**config.mk**
```make
export PLATFORM = sky130hd
export DESIGN_NAME = tiny_cpu
export DESIGN_NICKNAME = d
export VERILOG_FILES = /design/src/rtl/tiny_cpu_pkg.sv /design/src/rtl/program_ram.sv /design/src/rtl/cpu_control.sv /design/src/rtl/cpu_datapath.sv /design/src/rtl/tiny_cpu.v
export VERILOG_INCLUDE_DIRS = /design/src /design/src/include
export SDC_FILE = /design/constraint.sdc
export NUM_CORES = 1
export LEC_CHECK = 0
export BUFFER_PORTS_ARGS = -buffer_cell sky130_fd_sc_hd__buf_2
export CAP_MARGIN = 20
export CORE_MARGIN = 2
export CORE_UTILIZATION = 47
export DETAILED_ROUTE_END_ITERATION = 10
export PLACE_DENSITY_LB_ADDON = 0.12
export SYNTH_ARGS = -nofsm -noshare
export SYNTH_HDL_FRONTEND = slang
export SYNTH_SLANG_ARGS = --single-unit
```
**constraint.sdc**
```tcl
create_clock -name clk -period 6.38 [get_ports clk]
set_input_delay 0.638 -clock clk [delete_from_list [all_inputs] [get_ports clk]]
set_output_delay 0.638 -clock clk [all_outputs]
set_load 0.03 [all_outputs]
```
**src/include/tiny_cpu_consts.svh**
```systemverilog
/*
  Width and depth constants for the tiny CPU.
  Included by the package and by any RTL file that sizes
  arrays or slices instruction fields.
*/

`ifndef TINY_CPU_CONSTS_SVH
`define TINY_CPU_CONSTS_SVH

// data word and instruction width
`define CPU_DATA_W 8

// program memory addressing
`define CPU_ADDR_W 4
`define CPU_DEPTH 16

// opcode and operand fields are one nibble each
`define CPU_NIBBLE_W 4

`endif

```
**src/rtl/tiny_cpu_pkg.sv**
```systemverilog
/*
  Shared types for the tiny CPU.
  Data, address and operand types, the opcode set and the
  register select used between control and datapath.
*/

`include "tiny_cpu_consts.svh"

package tiny_cpu_pkg;

  //////////////////////////////////////////////////
  // basic types
  typedef logic [`CPU_DATA_W-1:0] data_t;
  typedef logic [`CPU_ADDR_W-1:0] addr_t;
  typedef logic [`CPU_NIBBLE_W-1:0] nibble_t;

  //////////////////////////////////////////////////
  // opcodes, upper nibble of the instruction
  // codes 12 to 15 are not listed and decode as NOP
  typedef enum logic [`CPU_NIBBLE_W-1:0] {
    OP_NOP    = 4'd0,
    OP_LDA_LO = 4'd1,
    OP_LDA_HI = 4'd2,
    OP_LDB_LO = 4'd3,
    OP_LDB_HI = 4'd4,
    OP_LDC_LO = 4'd5,
    OP_LDC_HI = 4'd6,
    OP_ADD    = 4'd7,
    OP_SUB    = 4'd8,
    OP_MUL    = 4'd9,
    OP_OUT    = 4'd10,
    OP_IN     = 4'd11
  } opcode_e;

  // register picked by the operand of IN and OUT
  typedef enum logic [1:0] {
    SEL_A    = 2'd0,
    SEL_B    = 2'd1,
    SEL_C    = 2'd2,
    SEL_NONE = 2'd3
  } reg_sel_e;

endpackage

```
**src/rtl/program_ram.sv**
```systemverilog
/*
  Program store, 16 bytes.
  Written one byte per edge from outside while load_en is high;
  the byte at the program counter is read without latency.
*/

`timescale 1ns/10ps

`include "tiny_cpu_consts.svh"

module program_ram
  import tiny_cpu_pkg::*;
(
  input  logic  clk,
  input  logic  rst_n,
  input  logic  load_en,
  input  addr_t load_addr,
  input  data_t data_in,
  input  addr_t pc,
  output data_t instr
);

  data_t mem [`CPU_DEPTH];

  //////////////////////////////////////////////////
  // external load port
  always_ff @(posedge clk) begin
    if (!rst_n) begin
      // whole program is cleared on reset
      for (int i = 0; i < `CPU_DEPTH; i++) begin
        mem[i] <= '0;
      end
    end else if (load_en) begin
      mem[load_addr] <= data_in;
    end
  end

  //////////////////////////////////////////////////
  // instruction fetch

  // combinational read, so a byte written at an edge is seen
  // by the decoder right after that edge
  assign instr = mem[pc];

endmodule

```
**src/rtl/cpu_control.sv**
```systemverilog
/*
  Program counter and instruction decode.
  Splits the fetched byte into opcode and operand and hands one
  micro-operation per cycle to the datapath. Outside of execution
  the opcode is forced to NOP and the counter holds.
*/

`timescale 1ns/10ps

`include "tiny_cpu_consts.svh"

module cpu_control
  import tiny_cpu_pkg::*;
(
  input  logic     clk,
  input  logic     rst_n,
  input  logic     run,
  input  logic     load_en,
  input  data_t    instr,
  output addr_t    pc,
  output opcode_e  op,
  output nibble_t  operand,
  output reg_sel_e sel
);

  logic    exec;
  nibble_t op_field;

  // loading has priority over running
  assign exec = run && !load_en;

  assign op_field = instr[`CPU_DATA_W-1 -: `CPU_NIBBLE_W];
  assign operand  = instr[`CPU_NIBBLE_W-1:0];

  //////////////////////////////////////////////////
  // program counter
  always_ff @(posedge clk) begin
    if (!rst_n) begin
      pc <= '0;
    end else if (exec) begin
      // wraps from 15 back to 0 by width
      pc <= pc + 1'b1;
    end
  end

  //////////////////////////////////////////////////
  // opcode decode
  always_comb begin
    op = OP_NOP;
    // codes above IN are spare and stay NOP
    if (exec && op_field <= OP_IN) begin
      op = opcode_e'(op_field);
    end
  end

  // operand to register select for IN and OUT
  always_comb begin
    case (operand)
      4'd0:    sel = SEL_A;
      4'd1:    sel = SEL_B;
      4'd2:    sel = SEL_C;
      default: sel = SEL_NONE;
    endcase
  end

endmodule

```
**src/rtl/cpu_datapath.sv**
```systemverilog
/*
  Registers A, B and C, the ALU and the output register.
  Every update happens at the edge that consumes the opcode from
  the control block; NOP leaves all state alone.
*/

`timescale 1ns/10ps

`include "tiny_cpu_consts.svh"

module cpu_datapath
  import tiny_cpu_pkg::*;
(
  input  logic     clk,
  input  logic     rst_n,
  input  opcode_e  op,
  input  nibble_t  operand,
  input  reg_sel_e sel,
  input  data_t    data_in,
  output data_t    data_out
);

  data_t reg_a;
  data_t reg_b;
  data_t reg_c;
  data_t alu_result;
  data_t sel_value;

  //////////////////////////////////////////////////
  // ALU

  // results are truncated to 8 bits, MUL keeps the low byte
  always_comb begin
    case (op)
      OP_SUB:  alu_result = reg_a - reg_b;
      OP_MUL:  alu_result = reg_a * reg_b;
      default: alu_result = reg_a + reg_b;
    endcase
  end

  // register read for OUT
  always_comb begin
    case (sel)
      SEL_A:   sel_value = reg_a;
      SEL_B:   sel_value = reg_b;
      default: sel_value = reg_c;
    endcase
  end

  //////////////////////////////////////////////////
  // register file and output
  always_ff @(posedge clk) begin
    if (!rst_n) begin
      reg_a    <= '0;
      reg_b    <= '0;
      reg_c    <= '0;
      data_out <= '0;
    end else begin
      case (op)
        // nibble loads touch only the named half
        OP_LDA_LO: reg_a[`CPU_NIBBLE_W-1:0] <= operand;
        OP_LDA_HI: reg_a[`CPU_DATA_W-1 -: `CPU_NIBBLE_W] <= operand;
        OP_LDB_LO: reg_b[`CPU_NIBBLE_W-1:0] <= operand;
        OP_LDB_HI: reg_b[`CPU_DATA_W-1 -: `CPU_NIBBLE_W] <= operand;
        OP_LDC_LO: reg_c[`CPU_NIBBLE_W-1:0] <= operand;
        OP_LDC_HI: reg_c[`CPU_DATA_W-1 -: `CPU_NIBBLE_W] <= operand;
        OP_ADD, OP_SUB, OP_MUL: begin
          reg_c <= alu_result;
        end
        OP_IN: begin
          case (sel)
            SEL_A:   reg_a <= data_in;
            SEL_B:   reg_b <= data_in;
            SEL_C:   reg_c <= data_in;
            default: ;
          endcase
        end
        OP_OUT: begin
          // operands past C select nothing
          if (sel != SEL_NONE) begin
            data_out <= sel_value;
          end
        end
        default: ;
      endcase
    end
  end

endmodule

```
**src/rtl/tiny_cpu.v**
```verilog
/*
  Top level of the tiny CPU.
  Joins the program store, the control block and the datapath.
  Hold load_en to write program bytes, then raise run to execute
  one instruction per clock.
*/

`timescale 1ns/10ps

module tiny_cpu (
  input  logic                 clk,
  input  logic                 rst_n,
  input  logic                 run,
  input  logic                 load_en,
  input  tiny_cpu_pkg::addr_t  load_addr,
  input  tiny_cpu_pkg::data_t  data_in,
  output tiny_cpu_pkg::data_t  data_out
);

  //////////////////////////////////////////////////
  // internal wiring
  tiny_cpu_pkg::addr_t    pc;
  tiny_cpu_pkg::data_t    instr;
  tiny_cpu_pkg::opcode_e  op;
  tiny_cpu_pkg::nibble_t  operand;
  tiny_cpu_pkg::reg_sel_e sel;

  // program memory loading
  program_ram program_ram_i (
    .clk       (clk),
    .rst_n     (rst_n),
    .load_en   (load_en),
    .load_addr (load_addr),
    .data_in   (data_in),
    .pc        (pc),
    .instr     (instr)
  );

  // program counter and decode
  cpu_control cpu_control_i (
    .clk     (clk),
    .rst_n   (rst_n),
    .run     (run),
    .load_en (load_en),
    .instr   (instr),
    .pc      (pc),
    .op      (op),
    .operand (operand),
    .sel     (sel)
  );

  // registers, ALU and output
  cpu_datapath cpu_datapath_i (
    .clk      (clk),
    .rst_n    (rst_n),
    .op       (op),
    .operand  (operand),
    .sel      (sel),
    .data_in  (data_in),
    .data_out (data_out)
  );

endmodule

```
==> reports/qor.yml <==
status: "complete, no violations"
yosysSeqAreaShare: 0.490
switchingPower_uw: 662
grt_pass1_wl_mm: 37.8
clock_latency_ps: 430
p_leak_nw: 3.90
synthArstFlopShare: 0
clk_pin_slew_ps: 60
drt_iter0_drc: 598
cell_internal_pwr_mw: 1.93
power_frac_clock: 0.406
critPathArrivalTime_ps: 5550
htree_levels: 4
cts_buffer_depth: 2
layout-drive-gt1-share: 0.154
path_class: "flop to flop"
dieArea_um2: 21300
vias: 6269
diodes: 0
synth_flop_cell: "edfxtp_1"
synthCells: 801
fin_tns_setup_ps: 0
ios: 24
setup_viol: 0
numPortBuffers: 23
yosysTopAreaCellShare: 0.405
syn-num-nets: 856
synth_most_common_cell: "and2_1"
grt_max_degree: 30
cp-start-kind: "flop"
core-area_um2: 19700
finalHoldViolCount: 0
maxCapViolCount: 0
filler_cell_count: 1736
root_buffer: "clkbuf_16"
slew_headroom: 0.273
drt_wl_total_mm: 24.3
power_frac_seq: 0.488
ctsHoldBuffers: 0
irDropWorstVdd_uv: 187
synth.top_cells.by_count: "147 x and2_1, 128 x edfxtp_1, 64 x nand2_1"
timing.rr.end: "cpu_datapath_i.reg_c[4]$_SDFFE_PN0P_"
nets: 878
cts_buffers: 17
die_h_um: 146
p_sw_frac: 0.256
avgSynthCellArea_um2: 11.8
tightestPinTransition_ps: 1080
drv_slew: 0
worstHoldStart: "cpu_datapath_i.data_out[2]$_SDFFE_PN0P_"
hpwl_mm: 17.2
path_common_cell: "a221oi_2"
path_cells: "buf_4, mux4_2, a221oi_2, nand3_1, a21o_1, fa_1, nor2b_1, o21ai_0, a21boi_0, nor2_1, mux2_1, a221oi_2, a21oi_1"
finalInstanceArea_um2: 10400
slowest_stage: "dfxtp_2"
overflow: 0
fin_skew_ps: 8.54
placed_cell_area_um2: 9840
synthTopCellsByArea: "edfxtp_1 41%, and2_1 9.7%, dfxtp_1 8.4%, mux4_2 6.4%, ha_1 3.4%"
antenna_left: 0
fin_crit_sh: 0.822
syn_to_final_growth_pct: 10.0
via_per_inst: 5.69
end_kind: "flop"
cts_num_sinks: 168
first_pass_iters: 5
ys_types: 72
netlist_area_um2: 9490
track_usage: 0.237
synth-edff-count: 128
ys_ff_latch: 168
drc: 0
globalplace.congestion: 0.906
yosys_warnings: 0
worst_path_largest_cell_delay_ps: 920
row_count: 51
wl_per_cell_um: 22.1
rsz0062_at_grt: "false"
crit_path_max_fanout: 27
synth_top_cell_by_area: "edfxtp_1"
antenna_found_initial: 0
r2r_slack_ps: 1140
die_width_um: 146
power_density_nw_per_um2: 248
hold_end: "cpu_datapath_i.data_out[2]$_SDFFE_PN0P_"
reg2reg_depth: 13
start_util: 0.483
cp.required_ps: 6680
postCtsSetupBuffers: 0
p_comb_frac: 0.107
cts_resized: 0
finalCriticalPeriod_ps: 5240
tritoncts: "built"
hold_depth: 2
grt_pass1_vias: 6350
min_path_type: "flop to flop"
fmax_ghz: 0.191
stage by stage:
step / cells / utilization / hold slack, ps / setup slack [ps] / total power [mW]
floorplan: 801 / - / 468 / 2410 / 1.47
detailed placement: 1069 / 0.501 / 445 / 1230 / 1.56
global route: 1101 / 0.531 / 465 / 705 / 2.66
finish: 1101 / 0.531 / 453 / 1140 / 2.59
global placement: 1069 / 0.501 / 435 / 1290 / 1.56
CTS: 1101 / 0.531 / 454 / 1200 / 2.59
layout by cell type, fill, tap and decap left out, types with 13 or more instances in the layout:
cell       instances
and2_1           147
o21ai_0           23
dfxtp_1           39
mux4_2            27
fa_1              13
buf_4             18
clkbuf_16         17
buf_2             23
xnor2_1           21
inv_1             33
nand2_1           64
nor2_1            61
mux2i_1           20
edfxtp_1         128
a21oi_1           17
ha_1              26
critical path, delay by kind of cell, from the launching register on:
family,cells,cell delay (ps)
buffers and inverters,1,360
AND/OR/NAND/NOR,3,620
adder cells (fa/ha/maj),1,430
flip-flops,1,920
multiplexers,2,850
AO/OA/AOI/OAI,6,1880
worst max path at each step:
stage | from | endpoint
floorplan | flop | cpu_datapath_i.reg_c[4]$_SDFFE_PN0P_
global placement | flop | cpu_datapath_i.reg_c[4]$_SDFFE_PN0P_
detailed placement | flop | cpu_datapath_i.reg_c[4]$_SDFFE_PN0P_
CTS | flop | cpu_datapath_i.reg_c[4]$_SDFFE_PN0P_
global route | flop | cpu_datapath_i.reg_c[4]$_SDFFE_PN0P_
finish | flop | cpu_datapath_i.reg_c[4]$_SDFFE_PN0P_
sequential cells by signal, indices dropped and copies added, names as in the netlist, named ones only:
| register | flops |
|---|---|
| cpu_datapath_i.reg_a | 8 |
| cpu_datapath_i.reg_c | 8 |
| cpu_datapath_i.reg_b | 8 |
| cpu_datapath_i.data_out | 8 |
| program_ram_i.mem | 128 |
| cpu_control_i.pc | 4 |
area by class of cell:
class                   instances  area (um2)  share of cell area
well taps                     265         332              0.0318
flip-flops and latches        168        4650               0.445
multi-input cells             562        4490               0.430
clock buffers                  17         425              0.0407
clock inverters                15         170              0.0163
repair buffers                 41         250              0.0240
inverters                      33         124              0.0119
power groups by stage:
stage               clock network (mW)  registers (mW)  logic (mW)
floorplan                            0            1.26       0.208
global placement                     0            1.29       0.270
detailed placement                   0            1.29       0.274
CTS                               1.06            1.26       0.276
global route                      1.10            1.27       0.298
finish                            1.05            1.26       0.276
kinds of logic after synthesis:
group,share of synthesized area
mux,0.111
simple gates,0.185
compound gates,0.0886
xor+xnor,0.0277
flops,0.490
buf+inv,0.0369
fa+ha+maj,0.0617
routing by layer:
layer | vias to the layer above | wire length, um | share of wire | track usage
met1 | 3174 | 11200 | 0.46 | 0.337
met5 | - | 0 | 0 | 0
li1 | 2912 | - | - | -
met4 | 0 | 337 | 0.014 | 0.0655
met2 | 160 | 11800 | 0.49 | 0.386
met3 | 23 | 926 | 0.038 | 0.0303
Note: power is estimated with default switching activity, not from simulation.
